`config.mk`:
```
export PLATFORM = sky130hd
export DESIGN_NAME = gateway_tag_top
export DESIGN_NICKNAME = d
export VERILOG_FILES = /design/src/hw/gateway_tag_pkg.sv /design/src/hw/gateway_tag_top.sv /design/src/hw/tag_report_collector.sv /design/src/hw/tag_client.sv /design/src/hw/tag_trace_replay.sv
export SDC_FILE = /design/constraint.sdc
export NUM_CORES = 1
export LEC_CHECK = 0
export BUFFER_PORTS_ARGS = -buffer_cell sky130_fd_sc_hd__buf_2
export CORE_MARGIN = 3
export CORE_UTILIZATION = 60
export CTS_BUF_LIST = sky130_fd_sc_hd__clkbuf_8
export CTS_CLUSTER_DIAMETER = 50
export DETAILED_ROUTE_END_ITERATION = 10
export GPL_ROUTABILITY_DRIVEN = 0
export PLACE_DENSITY = 0.89
export RECOVER_POWER = 50
export SLEW_MARGIN = 20
export SYNTH_ARGS = -nofsm -noshare
export SYNTH_HDL_FRONTEND = slang
export SYNTH_SLANG_ARGS = --single-unit
```
`constraint.sdc`:
```
create_clock -name clk_i -period 4.3 [get_ports clk_i]
set_clock_uncertainty 0.1 [all_clocks]
set_input_delay 0 -clock clk_i [delete_from_list [all_inputs] [get_ports clk_i]]
set_output_delay 0 -clock clk_i [all_outputs]
set_load 0.02 [all_outputs]
```
`src/hw/gateway_tag_pkg.sv`:
```
`default_nettype none

package gateway_tag_pkg;

  //////////////////////////////
  // Widths

  localparam int TAG_DID_W = 8;
  localparam int TAG_ID_W  = 4;

  typedef enum logic
  {
    e_tag_write = 1'b0
    ,e_tag_clear = 1'b1
  } tag_op_e;

  // Control word of one client
  typedef struct packed
  {
    logic                 reset;
    logic [TAG_DID_W-1:0] did;
  } tag_payload_s;

  localparam tag_payload_s TAG_PAYLOAD_DEFAULT = '{reset: 1'b1, did: '0};

  typedef struct packed
  {
    tag_op_e             op;
    logic [TAG_ID_W-1:0] client;
    tag_payload_s        payload;
  } tag_cmd_s;

  typedef struct packed
  {
    logic [TAG_ID_W-1:0] client;
    tag_payload_s        payload;
  } tag_report_s;

  // Start bit, then the whole command
  localparam int TAG_FRAME_LEN = 1 + $bits(tag_cmd_s);
  localparam int TAG_CNT_W     = $clog2(TAG_FRAME_LEN);

  //////////////////////////////
  // FSM states

  typedef enum logic [1:0]
  {
    e_replay_idle
    ,e_replay_shift
    ,e_replay_ack_hold
  } tag_replay_state_e;

  typedef enum logic [1:0]
  {
    e_collect_idle
    ,e_collect_req_high
    ,e_collect_wait_ack_low
  } tag_collect_state_e;

endpackage

`default_nettype wire
```
`src/hw/gateway_tag_top.sv`:
```
`timescale 1ns/1ps
`default_nettype none

module gateway_tag_top
  #(parameter int NUM_CLIENTS_P = 4)
  (input  logic                                              clk_i
  ,input  logic                                              rst_i

  ,input  gateway_tag_pkg::tag_cmd_s                         cmd_i
  ,input  logic                                              cmd_req_i
  ,output logic                                              cmd_ack_o

  ,output gateway_tag_pkg::tag_payload_s [NUM_CLIENTS_P-1:0] cfg_o

  ,output gateway_tag_pkg::tag_report_s                      rpt_o
  ,output logic                                              rpt_req_o
  ,input  logic                                              rpt_ack_i
  );

  logic                     tag_line;
  logic [NUM_CLIENTS_P-1:0] wr_pulse;

  //////////////////////////////
  // Command replay

  tag_trace_replay i_tag_trace_replay
    (.clk_i      (clk_i)
    ,.rst_i      (rst_i)
    ,.cmd_i      (cmd_i)
    ,.cmd_req_i  (cmd_req_i)
    ,.cmd_ack_o  (cmd_ack_o)
    ,.tag_line_o (tag_line)
    );

  //////////////////////////////
  // One client per destination

  for (genvar i = 0; i < NUM_CLIENTS_P; i++)
  begin : g_client
    tag_client
      #(.CLIENT_ID_P (i))
      i_tag_client
        (.clk_i      (clk_i)
        ,.rst_i      (rst_i)
        ,.tag_line_i (tag_line)
        ,.cfg_o      (cfg_o[i])
        ,.wr_pulse_o (wr_pulse[i])
        );
  end

  //////////////////////////////
  // Write reports

  tag_report_collector
    #(.NUM_CLIENTS_P (NUM_CLIENTS_P))
    i_tag_report_collector
      (.clk_i      (clk_i)
      ,.rst_i      (rst_i)
      ,.wr_pulse_i (wr_pulse)
      ,.cfg_i      (cfg_o)
      ,.rpt_o      (rpt_o)
      ,.rpt_req_o  (rpt_req_o)
      ,.rpt_ack_i  (rpt_ack_i)
      );

endmodule

`default_nettype wire

```
`src/hw/tag_report_collector.sv`:
```
`timescale 1ns/1ps
`default_nettype none

module tag_report_collector
  #(parameter int NUM_CLIENTS_P = 4)
  (input  logic                                              clk_i
  ,input  logic                                              rst_i

  ,input  logic [NUM_CLIENTS_P-1:0]                          wr_pulse_i
  ,input  gateway_tag_pkg::tag_payload_s [NUM_CLIENTS_P-1:0] cfg_i

  ,output gateway_tag_pkg::tag_report_s                      rpt_o
  ,output logic                                              rpt_req_o
  ,input  logic                                              rpt_ack_i
  );

  import gateway_tag_pkg::*;

  tag_collect_state_e state_r;
  tag_collect_state_e state_n;

  logic [NUM_CLIENTS_P-1:0] pending_r;
  logic [NUM_CLIENTS_P-1:0] pick_onehot;
  logic                     pick_v;
  logic                     take;
  tag_report_s              pick_rpt;
  tag_report_s              rpt_r;

  //////////////////////////////
  // Lowest index first

  always_comb
  begin
    pick_onehot = '0;
    pick_rpt    = '0;
    for (int i = NUM_CLIENTS_P - 1; i >= 0; i--)
    begin
      if (pending_r[i])
      begin
        pick_onehot      = '0;
        pick_onehot[i]   = 1'b1;
        pick_rpt.client  = TAG_ID_W'(i);
        pick_rpt.payload = cfg_i[i];
      end
    end
  end

  assign pick_v = |pending_r;
  assign take   = (state_r == e_collect_idle) & pick_v;

  //////////////////////////////
  // Report handshake

  always_comb
  begin
    state_n = state_r;
    case (state_r)
      e_collect_idle:
      begin
        if (pick_v)
        begin
          state_n = e_collect_req_high;
        end
      end
      e_collect_req_high:
      begin
        if (rpt_ack_i)
        begin
          state_n = e_collect_wait_ack_low;
        end
      end
      e_collect_wait_ack_low:
      begin
        if (!rpt_ack_i)
        begin
          state_n = e_collect_idle;
        end
      end
      default:
      begin
        state_n = e_collect_idle;
      end
    endcase
  end

  always_ff @(posedge clk_i)
  begin
    if (rst_i)
    begin
      state_r   <= e_collect_idle;
      pending_r <= '0;
    end
    else
    begin
      state_r <= state_n;
      // Repeat writes fold into one flag, the report reads the latest cfg
      pending_r <= (pending_r | wr_pulse_i) & ~(take ? pick_onehot : '0);
    end
  end

  // Held steady until the next pick
  always_ff @(posedge clk_i)
  begin
    if (take)
    begin
      rpt_r <= pick_rpt;
    end
  end

  assign rpt_o     = rpt_r;
  assign rpt_req_o = (state_r == e_collect_req_high);

endmodule

`default_nettype wire

```
`src/hw/tag_client.sv`:
```
`timescale 1ns/1ps
`default_nettype none

module tag_client
  #(parameter int CLIENT_ID_P = 0)
  (input  logic                          clk_i
  ,input  logic                          rst_i

  ,input  logic                          tag_line_i

  ,output gateway_tag_pkg::tag_payload_s cfg_o
  ,output logic                          wr_pulse_o
  );

  import gateway_tag_pkg::*;

  logic                     busy_r;
  logic [TAG_CNT_W-1:0]     cnt_r;
  logic [TAG_FRAME_LEN-3:0] shift_r;
  tag_cmd_s                 frame;
  logic                     frame_done;
  tag_payload_s             cfg_r;
  logic                     wr_pulse_r;

  // Last bit is taken straight from the line
  assign frame      = tag_cmd_s'({shift_r, tag_line_i});
  assign frame_done = busy_r & (cnt_r == TAG_CNT_W'(TAG_FRAME_LEN - 2));

  always_ff @(posedge clk_i)
  begin
    if (busy_r)
    begin
      shift_r <= {shift_r[TAG_FRAME_LEN-4:0], tag_line_i};
    end
  end

  always_ff @(posedge clk_i)
  begin
    if (rst_i)
    begin
      busy_r     <= 1'b0;
      cnt_r      <= '0;
      cfg_r      <= TAG_PAYLOAD_DEFAULT;
      wr_pulse_r <= 1'b0;
    end
    else
    begin
      wr_pulse_r <= 1'b0;
      if (!busy_r)
      begin
        // Start bit
        if (tag_line_i)
        begin
          busy_r <= 1'b1;
          cnt_r  <= '0;
        end
      end
      else
      begin
        cnt_r <= cnt_r + 1'b1;
        if (frame_done)
        begin
          busy_r <= 1'b0;
          if (frame.op == e_tag_clear)
          begin
            cfg_r <= TAG_PAYLOAD_DEFAULT;
          end
          else if (frame.client == TAG_ID_W'(CLIENT_ID_P))
          begin
            cfg_r      <= frame.payload;
            wr_pulse_r <= 1'b1;
          end
        end
      end
    end
  end

  assign cfg_o      = cfg_r;
  assign wr_pulse_o = wr_pulse_r;

endmodule

`default_nettype wire

```
`src/hw/tag_trace_replay.sv`:
```
`timescale 1ns/1ps
`default_nettype none

module tag_trace_replay
  (input  logic                      clk_i
  ,input  logic                      rst_i

  ,input  gateway_tag_pkg::tag_cmd_s cmd_i
  ,input  logic                      cmd_req_i
  ,output logic                      cmd_ack_o

  ,output logic                      tag_line_o
  );

  import gateway_tag_pkg::*;

  tag_replay_state_e state_r;
  tag_replay_state_e state_n;

  logic [TAG_FRAME_LEN-1:0] shift_r;
  logic [TAG_CNT_W-1:0]     cnt_r;
  logic                     last_bit;

  // Bit on the line this cycle is the final one of the frame
  assign last_bit = (cnt_r == TAG_CNT_W'(TAG_FRAME_LEN - 1));

  //////////////////////////////
  // Handshake FSM

  always_comb
  begin
    state_n = state_r;
    case (state_r)
      e_replay_idle:
      begin
        if (cmd_req_i)
        begin
          state_n = e_replay_shift;
        end
      end
      e_replay_shift:
      begin
        if (last_bit)
        begin
          state_n = e_replay_ack_hold;
        end
      end
      e_replay_ack_hold:
      begin
        // Wait for the host to release req
        if (!cmd_req_i)
        begin
          state_n = e_replay_idle;
        end
      end
      default:
      begin
        state_n = e_replay_idle;
      end
    endcase
  end

  always_ff @(posedge clk_i)
  begin
    if (rst_i)
    begin
      state_r <= e_replay_idle;
    end
    else
    begin
      state_r <= state_n;
    end
  end

  //////////////////////////////
  // Frame shifter

  always_ff @(posedge clk_i)
  begin
    if (rst_i)
    begin
      shift_r <= '0;
      cnt_r   <= '0;
    end
    else
    begin
      case (state_r)
        e_replay_idle:
        begin
          if (cmd_req_i)
          begin
            shift_r <= {1'b1, cmd_i};
            cnt_r   <= '0;
          end
        end
        e_replay_shift:
        begin
          // Zeros fill in behind, so the line idles low after the frame
          shift_r <= {shift_r[TAG_FRAME_LEN-2:0], 1'b0};
          cnt_r   <= cnt_r + 1'b1;
        end
        default:
        begin
          cnt_r <= '0;
        end
      endcase
    end
  end

  assign tag_line_o = shift_r[TAG_FRAME_LEN-1];
  assign cmd_ack_o  = (state_r == e_replay_ack_hold);

endmodule

`default_nettype wire

```
Word-level counts from Yosys, hierarchy flattened

Index checks and enable logic that the tools add are counted.

Bitwise logic cells: 16
Reductions and logical operators: 26
Equality and inequality tests: 18
Add/sub/neg operators: 5
Mux-type cells: 47

Operators by type and width:

| operator                                               | number |
|---|---|
| two-way mux 9 bit                                      | 9 |
| two-way mux 4 bit                                      | 11 |
| case mux 15 bit (2 select lines)                       | 1 |
| two-way mux 11 bit                                     | 2 |
| adder 4 x 1 -> 4 bit (second input constant)           | 5 |
| equality test 4 bit (second input constant)            | 5 |
| OR reduction 4 bit                                     | 5 |
| AND reduction 3 bit                                    | 6 |
| nonzero test 2 bit                                     | 9 |
| two-way mux 15 bit                                     | 1 |
| two-way mux 1 bit                                      | 13 |
| two-way mux 2 bit                                      | 6 |
| case mux 2 bit (3 select lines)                        | 2 |
| two-way mux 10 bit                                     | 1 |
| equality test 4 x 2 -> 1 bit (second input constant)   | 2 |
| NOT 1 bit                                              | 8 |
| case mux 4 bit (2 select lines)                        | 1 |
| inequality test 2 x 1 -> 1 bit (second input constant) | 3 |
| inequality test 2 bit (second input constant)          | 3 |
| bitwise AND 1 bit                                      | 5 |
| bitwise AND 4 bit                                      | 1 |
| equality test 2 x 1 -> 1 bit (second input constant)   | 2 |
| equality test 2 bit (second input constant)            | 2 |
| equality test 4 x 1 -> 1 bit (second input constant)   | 1 |
| 7 further kinds                                        | 8 |

Bits in registers: 152
Bits of input ports: 18
Word-level logic and storage cells: 146

Depth between registers and ports, before layout

Gate-level depths: netlist of the first run.

Depth after elaboration: 7
Depth in mapped cells: 6
Mapped depth without buffers: 5

Cells and area by module

From an unflattened synthesis of the first run, not the netlist that was laid out.

Cell total of the unflattened synthesis: 572
Area, all modules: 6453.7 µm²

Modules (own cells, without submodules):

| module                                     | seq. area each (µm²) | instances | cells each | area an instance (µm²) |
|---|---|---|---|---|
| tag_client at g_client[1].i_tag_client ... | 690.7                | 2         | 94         | 1154.9 |
| tag_client at g_client[0].i_tag_client     | 690.7                | 1         | 94         | 1153.6 |
| tag_client at g_client[3].i_tag_client     | 690.7                | 1         | 95         | 1142.3 |
| tag_trace_replay                           | 420.4                | 1         | 118        | 1004.7 |
| tag_report_collector                       | 450.4                | 1         | 77         | 843.3 |

Least setup slack after synthesis of the first run

Ideal clock, no wire load.

Path type: register to register
Start point: register i_tag_report_collector.pending_r[3]
End point: register i_tag_report_collector.rpt_r, in the netlist i_tag_report_collector.rpt_o[0], enable pin
Setup time: 0.393 ns
Path slack: 2.377 ns
Required time: 3.807 ns
Path buffers: 1
Arrival time: 1.430 ns
Cell stages (with the launch flop): 4
Cell sequence: dfxtp_1 clkbuf_1 nor4_1 nor3_1

Longest elaborated chain between the ends: 2

RTL lines:

| element                         | RTL line                    | text |
|---|---|---|
| start: declaration              | tag_report_collector.sv:22  | `logic [NUM_CLIENTS_P-1:0] pending_r;` |
| start signal: assignment        | tag_report_collector.sv:97  | `pending_r <= (pending_r \| wr_pulse_i) & ~(take ? pick_onehot : '0);` |
| OR reduction 4 bit              | tag_report_collector.sv:48  | `assign pick_v = \|pending_r;` |
| bitwise AND 1 bit               | tag_report_collector.sv:49  | `assign take = (state_r == e_collect_idle) & pick_v;` |
| net i_tag_report_collector.take | tag_report_collector.sv:25  | `logic take;` |
| end signal: assignment          | tag_report_collector.sv:106 | `rpt_r <= pick_rpt;` |
| end: declaration                | tag_report_collector.sv:27  | `tag_report_s rpt_r;` |

The timed path passes the listed nets, and every way through them passes these cells.
A chain may end at the register's enable or synchronous reset.

Worst setup path in the final report of the first run

Start point: register g_client[0].i_tag_client.busy_r
End point: register g_client[0].i_tag_client.cfg_r, in the netlist g_client[0].i_tag_client.cfg_o[8]

Longest elaborated chain between the ends: 2

RTL lines:

| element                                | RTL line         | text |
|---|---|---|
| start: declaration                     | tag_client.sv:17 | `logic busy_r;` |
| start signal: assignment               | tag_client.sv:41 | `busy_r <= 1'b0;` |
| start signal: assignment               | tag_client.sv:54 | `busy_r <= 1'b1;` |
| start signal: assignment               | tag_client.sv:63 | `busy_r <= 1'b0;` |
| bitwise AND 1 bit                      | tag_client.sv:27 | `assign frame_done = busy_r & (cnt_r == TAG_CNT_W'(TAG_FRAME_LEN - 2));` |
| AND reduction 3 bit (no source line) * | n/a              |  |
| end signal: assignment                 | tag_client.sv:70 | `cfg_r <= frame.payload;` |
| end: declaration                       | tag_client.sv:22 | `tag_payload_s cfg_r;` |

Mark *: on every way between the ends. The rest lies on a longest branch, timed or not.

==> metrics.cfg, run 1 <==
[critical_path]
worst_ep_arrival_time_ps=2650
crit_slowest_cell=dfxtp_1
setup.worst_path.start=g_client[0].i_tag_client.busy_r
reg2reg_setup_slack_ps=1850
worst_r2r_path_depth=3
critPathLaunchType=flop
crit_path_max_fanout=23
rr_endpoint=g_client[0].i_tag_client.cfg_o[8]
reg2reg_launch_point=g_client[0].i_tag_client.busy_r
path_cells=nand4_1 > nor4_1 > o31ai_1
timing.setup.critical_path_class=flop to flop
capturing_element_type_of_the_critical_path=flop
required_ps=4500
setup.worst_path.end=g_client[0].i_tag_client.cfg_o[8]
slowest_delay_ps=870

[timing]
report.final.hold_viol_count=0
rsz0062_at_grt=no
setup_viol=0
worst_pin_slew_ps=929
setup_tns_ps=0
final_max_slew_viol_count=0
fmax_mhz=408
min_period_ps=2450
min_period_over_period_pct=56.9
final.hold.worst_slack_ps=73.9
timing.max_slew.rel_slack_pct=37.5

[clocking]
tritoncts=built
cts.sinks=150
post_cts_resize_count=0
worst_skew_pair.late_latency_ps=450
clock_tree.root_cell=clkbuf_8
cts_buffers=17
cts-root-to-sink-buffers=2
clock_tree.htree_level_count=4
clk_pin_slew_ps=80

[global_routing]
grt_first_pass_wirelength_mm=22.7
maximum_number_of_pins_on_one_net_before_global_route_repair=67
grt_antenna_before_repair=0
grt_remaining_overflow=0
gr-usage-all-layers_pct=24.7
first_global_vias=4559

[final_layout]
instances_no_fill=786
finish.net_count=665
layout.cells.most_common_list=dfxtp_1, edfxtp_1, clkbuf_1
mostFrequentLayoutCell=dfxtp_1
area_growth_syn_to_layout_pct=11.5
finish.instance_area_sq_mm=0.00716
antennaDiodeCount=0
drive_gt1_share_pct=9.23
layout.core_utilization_pct=69.1

[routing]
detail_route.first_pass.iterations=5
finalWirelength_mm=14.3
drtIter0Drc=551
routed_via_density=6.33
number_of_vias_in_the_routed_layout=4978
routed_wire_length_per_instance_microns=18.2
final_antenna_net_count=0
drc_errors=0

[synthesis]
synth_cell_types=56
synth-async-reset-ratio_pct=0
synthesis.area_sq_mm=0.00642
synthCells=577
yosysSeqAreaShare_pct=56.6
number_of_flops_mapped_to_enable_cells_by_yosys=63
synth_top_cell_area_share_pct=29.5
netlist_top_cells_area=edfxtp_1, dfxtp_1, nand4b_1, a21oi_1, nand2b_1
ys_warn_count=0
synth_largest_area_cell=edfxtp_1
avgSynthCellArea_sq_um=11.1
ys_seq_elements=150
synth_flop_cell=dfxtp_1

[floorplan]
floorplan.rows=37
chip_width_microns=109
initial_utilization_pct=61.9
die_y_microns=109
die_area_sq_mm=0.0120
placeableCoreArea_sq_mm=0.0104
ioPinCount=69

[placement]
dp_cells=738
placedInstanceArea_sq_mm=0.00672
port-buffer-count=66
hpwlAfterDp_mm=9.19

[flow_run]
cap_violations=0

[outcome]
run_status=complete, no violations

[pwr]
p_per_area_mw_per_mm2=373
p_leak_nw=2.36
power.ir.vdd_worst_v=0.000195

[min_path]
min_delay_worst_type=input pin to flop

==> synth_stat cells (3+ instances only) <==
master,n
dfxtp_1,87
edfxtp_1,63
a21oi_1,40
nand4b_1,32
nor2_1,31
nand2b_1,30
nand2_1,28
clkbuf_1,25
nor2b_1,25
nand3b_1,23
a22oi_1,19
a31oi_1,17
a32o_1,14
inv_1,14
o21ai_0,11
ha_1,10
nor3_1,10
nand3_1,9
buf_2,8
nor4_1,7
a221o_1,5
mux2i_1,5
a22o_1,4
and4_1,4
buf_4,4
buf_6,4
o31a_1,4
or3b_2,4
a211oi_1,3
nand4_1,3
o31ai_1,3
==> registers in the layout (all words and copies together), names as in the netlist <==
| name | cells |
|---|---|
| g_client.i_tag_client.shift_r | 52 |
| g_client.i_tag_client.cfg_o | 36 |
| g_client.i_tag_client.cnt_r | 16 |
| i_tag_trace_replay.shift_r | 15 |
| i_tag_report_collector.rpt_o | 11 |
| g_client.i_tag_client.busy_r | 4 |
| g_client.i_tag_client.wr_pulse_o | 4 |
| i_tag_report_collector.pending_r | 4 |
| i_tag_trace_replay.cnt_r | 4 |
| i_tag_report_collector.state_r | 2 |
| i_tag_trace_replay.state_r | 2 |
==> where the power goes <==
part,total [mW],switching (mW),internal (mW),leakage [nW]
clock network,0.930,0.494,0.436,0.179
registers,1.62,0.0757,1.54,1.29
logic,0.120,0.0581,0.0623,0.882
==> logic make-up after synthesis <==
family / synth area share, %
multiplexers: 0.779
other: 0.0584
AND/OR/NAND/NOR: 22.5
flip-flops: 56.6
XOR/XNOR: 0.136
buffers and inverters: 4.21
AO/OA/AOI/OAI: 13.8
adder cells (fa/ha/maj): 1.95
==> worst min-delay path by stage <==
stage / from / to / slack (ps) / cells after the start
global placement: rpt_ack_i / i_tag_report_collector.state_r[1] / 140 / 2
global route: rst_i / i_tag_trace_replay.state_r[1] / 100 / 3
CTS: rst_i / i_tag_trace_replay.state_r[1] / 60 / 3
finish: rst_i / i_tag_trace_replay.state_r[1] / 70 / 3
detailed placement: rpt_ack_i / i_tag_report_collector.state_r[1] / 150 / 2
floorplan: cmd_req_i / i_tag_trace_replay.state_r[1] / 40 / 2
==> per-stage QoR <==
step	worst slack [ps]	total power [mW]
after floorplan	2380	1.72
final	1850	2.67
after detailed placement	1940	1.76
after global routing	1730	2.78
after global placement	2030	1.74
after CTS	1920	2.68
==> layout make-up <==
| cell class | count | area, sq um |
|---|---|---|
| clock buffer | 17 | 234 |
| clock inverter | 15 | 97.6 |
| fill | 737 | 3210 |
| inverter | 14 | 52.6 |
| multi-input combinational | 371 | 2530 |
| sequential | 150 | 3630 |
| tap | 136 | 170 |
| timing repair buffer | 83 | 439 |
==> per-layer routing <==
metal  up-vias  wire, microns  global-route usage, %  part of all wire, %
met4         0            398                   12.4                  2.8
met5         -              0                      0                    0
met2       225           7000                   39.9                   49
met1      2420           5950                   30.9                   42
li1       2294              -                      -                    -
met3        39            963                   6.17                  6.7
==> worst max-delay path: cells and delay by family (launching register included) <==
family | cells | cell delay (ps)
AO/OA/AOI/OAI | 1 | 160
flip-flops | 1 | 870
AND/OR/NAND/NOR | 2 | 1160
==> timing repair <==
item,4_1_cts,5_1_grt
hold buffers,16,0
endpoints found under the setup margin,0,0
buffers inserted,0,0
hold endpoints to repair,22,0
Power figures use the tool's default switching activity.
==> run 2: changes to the inputs <==
--- a/config.mk
+++ b/config.mk
@@ -5,6 +5,7 @@
 export SDC_FILE = /design/constraint.sdc
 export NUM_CORES = 1
 export LEC_CHECK = 0
+export ABC_AREA = 1
 export BUFFER_PORTS_ARGS = -buffer_cell sky130_fd_sc_hd__buf_2
 export CORE_MARGIN = 3
 export CORE_UTILIZATION = 60
@@ -12,7 +13,7 @@
 export CTS_CLUSTER_DIAMETER = 50
 export DETAILED_ROUTE_END_ITERATION = 10
 export GPL_ROUTABILITY_DRIVEN = 0
-export PLACE_DENSITY = 0.89
+export PLACE_DENSITY = 0.9
 export RECOVER_POWER = 50
 export SLEW_MARGIN = 20
 export SYNTH_ARGS = -nofsm -noshare
==> constraint.sdc (replaced) <==
create_clock -name clk_i -period 2.55 [get_ports clk_i]
set_clock_uncertainty 0.1 [all_clocks]
set_input_delay 0 -clock clk_i [delete_from_list [all_inputs] [get_ports clk_i]]
set_output_delay 0 -clock clk_i [all_outputs]
set_load 0.02 [all_outputs]
==> run 2 against run 1 <==
Global-route usage is 0.30 points lower. Die area down 6.6%. Power rose by 68%. Clock-buffer cell count is the same. Utilization rose by 3.1 points. First-iteration DRC count down 35%. Combinational power up 110%. Sequential power is 65% higher. Cell count rose by 8.3%. Sequential share of layout area up 2.5 points. Largest power group unchanged. Highest routed layer unchanged.
==> metrics.cfg, run 2 <==
[floorplan]
ioPinCount=69  ; unchanged
initial_utilization_pct=63.2  ; was 61.9%
placeableCoreArea_sq_mm=0.00946  ; was 0.0104 sq mm
chip_width_microns=106  ; was 109 microns
die_area_sq_mm=0.0112  ; was 0.0120 sq mm
floorplan.rows=35  ; was 37
die_y_microns=106  ; was 109 microns

[synthesis]
synth-xor-area-share_pct=0.586  ; was 0.136%
ys_seq_elements=150  ; unchanged
synth_top_cell_area_share_pct=31.7  ; was 29.5%
synth_compound_area_share_pct=9.32  ; was 13.8%
synth_cell_types=37  ; was 56
top_cells_by_instance_count_after_synthesis=nand2_1, dfxtp_1, edfxtp_1, a21oi_1, nand3_1  ; was dfxtp_1, edfxtp_1, a21oi_1, nand4b_1, nor2_1
largest_family_of_logic_cells_by_synthesized_area=simple AND/OR/NAND/NOR gates  ; unchanged
synthesis.area_sq_mm=0.00598  ; was 0.00642 sq mm
avgSynthCellArea_sq_um=9.61  ; was 11.1 sq um
synthCells=622  ; was 577
number_of_flops_mapped_to_enable_cells_by_yosys=63  ; unchanged
ys_warn_count=0  ; unchanged
synth-async-reset-ratio_pct=0  ; unchanged
synth_flop_cell=dfxtp_1  ; unchanged
yosysSeqAreaShare_pct=60.8  ; was 56.6%
post-synth-top-count-cell=nand2_1  ; was dfxtp_1
netlist_top_cells_area=edfxtp_1, dfxtp_1, nand2_1, a21oi_1, nand3_1  ; was edfxtp_1, dfxtp_1, nand4b_1, a21oi_1, nand2b_1
muxShareOfSynthArea_pct=0  ; was 0.779%
synth_largest_area_cell=edfxtp_1  ; unchanged
synth-adder-area-share_pct=2.09  ; was 1.95%
synth-simple-area-share_pct=21.5  ; was 22.5%

[pwr]
power_switching_share_pct=25.0  ; was 23.5%
p_clk_share_pct=34.9  ; was 34.8%
power.ir.vdd_worst_v=0.000449  ; was 0.000195 V
total_power_mw=4.49  ; was 2.67 mW
power.net_switching_mw=1.12  ; was 628 uW
internal-power_mw=3.37  ; was 2.04 mW
p_per_area_mw_per_mm2=658  ; was 373 mW/mm^2
share_comb_of_total_power_pct=5.6  ; was 4.5%
sequential_power_share_pct=59.6  ; was 60.7%
p_leak_nw=2.69  ; was 2.36 nW

[timing]
setup_viol=0  ; unchanged
final_max_slew_viol_count=0  ; unchanged
setup_tns_ps=0  ; unchanged
report.final.hold_viol_count=0  ; unchanged
min_period_ps=1890  ; was 2450 ps
worst_pin_slew_ps=978  ; was 929 ps
fmax_mhz=530  ; was 408 MHz
timing.max_slew.rel_slack_pct=34.7  ; was 37.5%
min_period_over_period_pct=74.0  ; was 56.9%
rsz0062_at_grt=no  ; unchanged

[routing]
routed_wire_length_per_instance_microns=15.8  ; was 18.2 microns
drtIter0Drc=357  ; was 551
routed_via_density=5.66  ; was 6.33
detail_route.first_pass.iterations=5  ; unchanged
final_antenna_net_count=0  ; unchanged
finalWirelength_mm=13.5  ; was 14.3 mm
number_of_vias_in_the_routed_layout=4813  ; was 4,978
drc_errors=0  ; unchanged

[final_layout]
number_of_flip_flops_in_the_largest_register=52  ; unchanged
drive_gt1_share_pct=12.6  ; was 9.23%
regMostFlops=g_client.i_tag_client.shift_r  ; unchanged
finish.net_count=737  ; was 665
fillerInstances=688  ; was 737
multiInputGateArea_sq_mm=0.00201  ; was 0.00253 sq mm
antennaDiodeCount=0  ; unchanged
mostFrequentLayoutCell=nand2_1  ; was dfxtp_1
area.sequential_sq_mm=0.00363  ; unchanged
area_growth_syn_to_layout_pct=14.2  ; was 11.5%
layout.cells.most_common_list=nand2_1, dfxtp_1, edfxtp_1  ; was dfxtp_1, edfxtp_1, clkbuf_1

[global_routing]
gr-usage-all-layers_pct=24.4  ; was 24.7%
grt_antenna_before_repair=0  ; unchanged
first_global_vias=4487  ; was 4,559
grt_first_pass_wirelength_mm=21.5  ; was 22.7 mm
grt_remaining_overflow=0  ; unchanged
maximum_number_of_pins_on_one_net_before_global_route_repair=63  ; was 67

[min_path]
min_delay_worst_type=input pin to flop  ; unchanged

[flow_run]
cap_violations=0  ; unchanged

[clocking]
cts_buffers=17  ; unchanged
post_cts_buffers=0  ; unchanged
clock_tree.htree_level_count=4  ; unchanged
clock_tree.root_cell=clkbuf_8  ; unchanged
cts.sinks=150  ; unchanged
worst_skew_pair.late_latency_ps=430  ; was 450 ps
cts-root-to-sink-buffers=2  ; unchanged
tritoncts=built  ; unchanged
clk_pin_slew_ps=90  ; was 80 ps

[outcome]
run_status=complete, no violations  ; unchanged

[critical_path]
slowest_delay_ps=560  ; was 870 ps
crit_slowest_cell=dlygate4sd3_1  ; was dfxtp_1
worst_ep_arrival_time_ps=2170  ; was 2650 ps
path_cells=o21ai_2 > inv_2 > nand3_1 > a21oi_1 > dlygate4sd3_1  ; was nand4_1 > nor4_1 > o31ai_1
crit_path_max_fanout=27  ; was 23
critPathLaunchType=flop  ; unchanged
timing.setup.critical_path_class=flop to flop  ; unchanged
required_ps=2830  ; was 4500 ps
capturing_element_type_of_the_critical_path=flop  ; unchanged

[placement]
hpwlAfterDp_mm=8.85  ; was 9.19 mm
port-buffer-count=66  ; unchanged

-- run 2: layout make-up --
cell class / instances / area share, %
clock inverter: 15 / 1.59
sequential: 150 / 53.2
tap: 129 / 2.36
clock buffer: 17 / 3.43
multi-input combinational: 400 / 29.4
timing repair buffer: 90 / 7.20
inverter: 50 / 2.75
-- run 2: per-stage QoR --
step           worst slack, ps  utilization (%)  instance area [sq um]  hold slack [ps]  instances
2_1_floorplan             1060                -                   5980             41.5        623
3_3_place_gp              1010             67.3                   6370              171        801
3_5_place_dp               937             67.3                   6370              182        801
4_1_cts                    702             72.8                   6890              259        851
5_1_grt                    559             72.2                   6830              311        851
6_report                   663             72.2                   6830              298        851
-- run 2: cells by family (layout without fill, tap and decap cells) --
logic type                 count (synthesis)  after routing
adders and majority gates                 10             10
DFF                                      150            150
other                                      1              2
and+or+nand+nor                          279            279
xor gates and xnor gates                   4              4
AOI/OAI and AO/OA                        105            105
buffers and inverters                     73            172
-- run 2: path summary, 6_finish.rpt --
kind,from,endpoint,slack (ps),depth (start not counted)
min,cmd_i[12],i_tag_trace_replay.shift_r[12],300,4
min reg2reg,g_client[1].i_tag_client.shift_r[3],g_client[1].i_tag_client.shift_r[4],340,0
max reg2reg,i_tag_trace_replay.state_r[0],i_tag_trace_replay.shift_r[0],660,5
max,i_tag_trace_replay.state_r[0],i_tag_trace_replay.shift_r[0],660,5
-- run 2: what timing repair did --
| item | CTS | global route |
|---|---|---|
| resized for setup | 0 | 0 |
| endpoints found under the hold margin | 29 | 0 |
| hold buffers | 18 | 0 |
-- run 2: power groups by stage --
stage	logic, mW	clock network, mW	registers, mW
2_1_floorplan	0.156	0	2.72
3_3_place_gp	0.213	0	2.72
3_5_place_dp	0.227	0	2.73
4_1_cts	0.249	1.59	2.67
5_1_grt	0.279	1.70	2.69
6_report	0.250	1.57	2.67
-- run 2: critical path, delay by kind of cell (launching register included) --
| kind | cells | cell delay, ps |
|---|---|---|
| flops | 1 | 460 |
| compound gates | 2 | 290 |
| buf+inv | 2 | 870 |
| simple gates | 1 | 110 |
-- run 2: routing by layer --
metal / part of all wire, % / vias up / global-route usage [%] / wire (microns)
li1: - / 2281 / - / -
met1: 40 / 2290 / 29.6 / 5320
met2: 51 / 206 / 41.7 / 6840
met3: 7.1 / 36 / 6.25 / 956
met4: 2.5 / 0 / 9.53 / 337
met5: 0 / - / 0 / 0
==> run 3: changes to the inputs <==
--- a/config.mk
+++ b/config.mk
@@ -8,12 +8,12 @@
 export ABC_AREA = 1
 export BUFFER_PORTS_ARGS = -buffer_cell sky130_fd_sc_hd__buf_2
 export CORE_MARGIN = 3
-export CORE_UTILIZATION = 60
+export CORE_UTILIZATION = 54
 export CTS_BUF_LIST = sky130_fd_sc_hd__clkbuf_8
 export CTS_CLUSTER_DIAMETER = 50
 export DETAILED_ROUTE_END_ITERATION = 10
 export GPL_ROUTABILITY_DRIVEN = 0
-export PLACE_DENSITY = 0.9
+export PLACE_DENSITY = 0.86
 export RECOVER_POWER = 50
 export SLEW_MARGIN = 20
 export SYNTH_ARGS = -nofsm -noshare
==> constraint.sdc (replaced) <==
create_clock -name clk_i -period 1.57 [get_ports clk_i]
set_clock_uncertainty 0.1 [all_clocks]
set_input_delay 0 -clock clk_i [delete_from_list [all_inputs] [get_ports clk_i]]
set_output_delay 0 -clock clk_i [all_outputs]
set_load 0.02 [all_outputs]
==> run 3 against run 2 <==
Clock-buffer cell count up 2. First-iteration DRC count up 49%. Clock power up 96%. Non-clock buffer count up 7. Critical path depth up 1. Cell count up 1.6%. Final area up 2.7%. Utilization down 5.7 points. Hold slack worse by 33 ps. Die area up 10%. Critical path type unchanged.
==> metrics.cfg, run 3 (synthesized netlist as in run 2, its figures left out) <==
[final_layout]
drive_gt1_share_pct=15.9  ; was 12.6%
fillerInstances=789  ; was 688
regMostFlops=g_client.i_tag_client.shift_r  ; unchanged
finish.net_count=744  ; was 737
antennaDiodeCount=0  ; unchanged
instances_no_fill=865  ; was 851
number_of_flip_flops_in_the_largest_register=52  ; unchanged
mostFrequentLayoutCell=nand2_1  ; unchanged
layout.core_utilization_pct=66.5  ; was 72.2%
finish.instance_area_sq_mm=0.00701  ; was 0.00683 sq mm
layout.cells.most_common_list=nand2_1, dfxtp_1, edfxtp_1  ; unchanged
area_growth_syn_to_layout_pct=17.4  ; was 14.2%

[timing]
setup_viol=0  ; unchanged
min_period_ps=1500  ; was 1890 ps
final_max_slew_viol_count=0  ; unchanged
report.final.hold_viol_count=0  ; unchanged
fmax_mhz=668  ; was 530 MHz
min_period_over_period_pct=95.4  ; was 74.0%
final.hold.worst_slack_ps=265  ; was 298 ps

[global_routing]
grt_first_pass_wirelength_mm=22.3  ; was 21.5 mm
first_global_vias=4602  ; was 4,487
maximum_number_of_pins_on_one_net_before_global_route_repair=51  ; was 63
grt_remaining_overflow=0  ; unchanged
grt_antenna_before_repair=0  ; unchanged
gr-usage-all-layers_pct=22.7  ; was 24.4%

[pwr]
power_switching_share_pct=23.1  ; was 25.0%
power.net_switching_mw=1.81  ; was 1.12 mW
power.ir.vdd_worst_v=0.000864  ; was 0.000449 V
sequential_power_share_pct=55.4  ; was 59.6%
share_comb_of_total_power_pct=5.4  ; was 5.6%
p_leak_nw=2.82  ; was 2.69 nW
internal-power_mw=6.03  ; was 3.37 mW
total_power_mw=7.84  ; was 4.49 mW
p_per_area_mw_per_mm2=1120  ; was 658 mW/mm^2
p_clk_share_pct=39.2  ; was 34.9%

[clocking]
clock_tree.root_cell=clkbuf_8  ; unchanged
post_cts_buffers=0  ; unchanged
clk_pin_slew_ps=80  ; was 90 ps
cts.sinks=150  ; unchanged
cts_buffers=17  ; unchanged
cts-root-to-sink-buffers=2  ; unchanged
clock_tree.htree_level_count=4  ; unchanged
worst_skew_pair.late_latency_ps=450  ; was 430 ps
tritoncts=built  ; unchanged

[critical_path]
slowest_delay_ps=420  ; was 560 ps
crit_path_max_fanout=9  ; was 27
timing.setup.critical_path_class=flop to flop  ; unchanged
reg2reg_launch_point=g_client[3].i_tag_client.cnt_r[0]  ; was i_tag_trace_replay.state_r[0]
rr_endpoint=g_client[3].i_tag_client.cfg_o[5]  ; was i_tag_trace_replay.shift_r[0]
required_ps=1800  ; was 2830 ps
setup.worst_path.end=g_client[3].i_tag_client.cfg_o[5]  ; was i_tag_trace_replay.shift_r[0]
critPathLaunchType=flop  ; unchanged
path_cells=ha_1 > nand3_2 > nor2_4 > nand2_2 > nand3b_1 > nand2_1  ; was o21ai_2 > inv_2 > nand3_1 > a21oi_1 > dlygate4sd3_1
worst_r2r_path_depth=6  ; was 5
worst_ep_arrival_time_ps=1720  ; was 2170 ps
capturing_element_type_of_the_critical_path=flop  ; unchanged
reg2reg_setup_slack_ps=70  ; was 660 ps
crit_slowest_cell=dfxtp_1  ; was dlygate4sd3_1
setup.worst_path.start=g_client[3].i_tag_client.cnt_r[0]  ; was i_tag_trace_replay.state_r[0]

[placement]
port-buffer-count=66  ; unchanged
hpwlAfterDp_mm=9.28  ; was 8.85 mm
dp_cells=816  ; was 801
placedInstanceArea_sq_mm=0.00645  ; was 0.00637 sq mm

[routing]
number_of_vias_in_the_routed_layout=4832  ; was 4,813
drtIter0Drc=533  ; was 357
routed_wire_length_per_instance_microns=16.0  ; was 15.8 microns
drc_errors=0  ; unchanged
final_antenna_net_count=0  ; unchanged
detail_route.first_pass.iterations=6  ; was 5
routed_via_density=5.59  ; was 5.66
finalWirelength_mm=13.8  ; was 13.5 mm

[floorplan]
placeableCoreArea_sq_mm=0.0106  ; was 0.00946 sq mm
floorplan.rows=37  ; was 35
initial_utilization_pct=56.6  ; was 63.2%
die_area_sq_mm=0.0124  ; was 0.0112 sq mm
chip_width_microns=111  ; was 106 microns
die_y_microns=111  ; was 106 microns
ioPinCount=69  ; unchanged

[min_path]
min_delay_worst_type=input pin to flop  ; unchanged

[flow_run]
cap_violations=0  ; unchanged

[outcome]
run_status=complete, no violations  ; unchanged

run 3: cell count changes in the layout (fill, tap and decap cells not counted), moves of 2 or more:
| cell | delta |
|---|---|
| buf_2 | +12 |
| buf_4 | +3 |
| bufinv_16 | +3 |
| clkbuf_1 | -13 |
| clkbuf_2 | +4 |
| clkbuf_8 | +2 |
| clkinv_4 | -2 |
| inv_6 | -3 |
| nor2_2 | -3 |
| nor2_4 | +3 |
run 3: worst min-delay path by stage:
stage	start	to	slack, ps	cells after the start
CTS	rpt_ack_i	i_tag_report_collector.state_r[1]	250	4
global placement	rpt_ack_i	i_tag_report_collector.state_r[1]	170	3
global route	rpt_ack_i	i_tag_report_collector.state_r[1]	260	4
finish	rpt_ack_i	i_tag_report_collector.state_r[1]	270	4
detailed placement	rpt_ack_i	i_tag_report_collector.state_r[1]	180	3
floorplan	rpt_ack_i	i_tag_report_collector.state_r[1]	40	2
run 3: stage by stage:
step	setup TNS, ps	setup WS, ps
after floorplan	0	84.9
after global placement	0	168
after detailed placement	0	71.9
after CTS	0	13.9
after global routing	-4.03	-4.03
final	0	71.9
run 3: final cells by class:
cell class	count	area, sq um	area share, %
sequential	150	3630	51.8
clock buffer	19	262	3.73
tap	136	170	2.43
multi-input combinational	400	2040	29.0
timing repair buffer	97	567	8.08
inverter	50	188	2.68
clock inverter	13	156	2.23
run 3: worst max-delay path: cells and delay by family (launching register included):
| kind | cells | cell delay (ps) |
|---|---|---|
| flops | 1 | 420 |
| simple gates | 5 | 610 |
| fa+ha+maj | 1 | 230 |
run 3: what timing repair did:
item | 4_1_cts | 5_1_grt
resized for setup | 0 | 9
hold endpoints to repair | 31 | 0
hold buffers | 17 | 0
setup endpoints to repair | 0 | 30
run 3: routing by layer:
layer | vias up | GRT usage, % | wire length (microns)
met5 | - | 0 | 0
met4 | 0 | 11.8 | 452
met3 | 39 | 5.79 | 938
met2 | 231 | 37.3 | 6950
met1 | 2272 | 27.5 | 5500
li1 | 2290 | - | -
run 3: power groups by stage:
stage               clock network, mW  registers, mW  logic, mW
finish                           3.07           4.34      0.426
detailed placement                  0           4.42      0.389
global placement                    0           4.41      0.365
CTS                              3.10           4.34      0.424
floorplan                           0           4.42      0.254
global route                     3.27           4.36      0.481
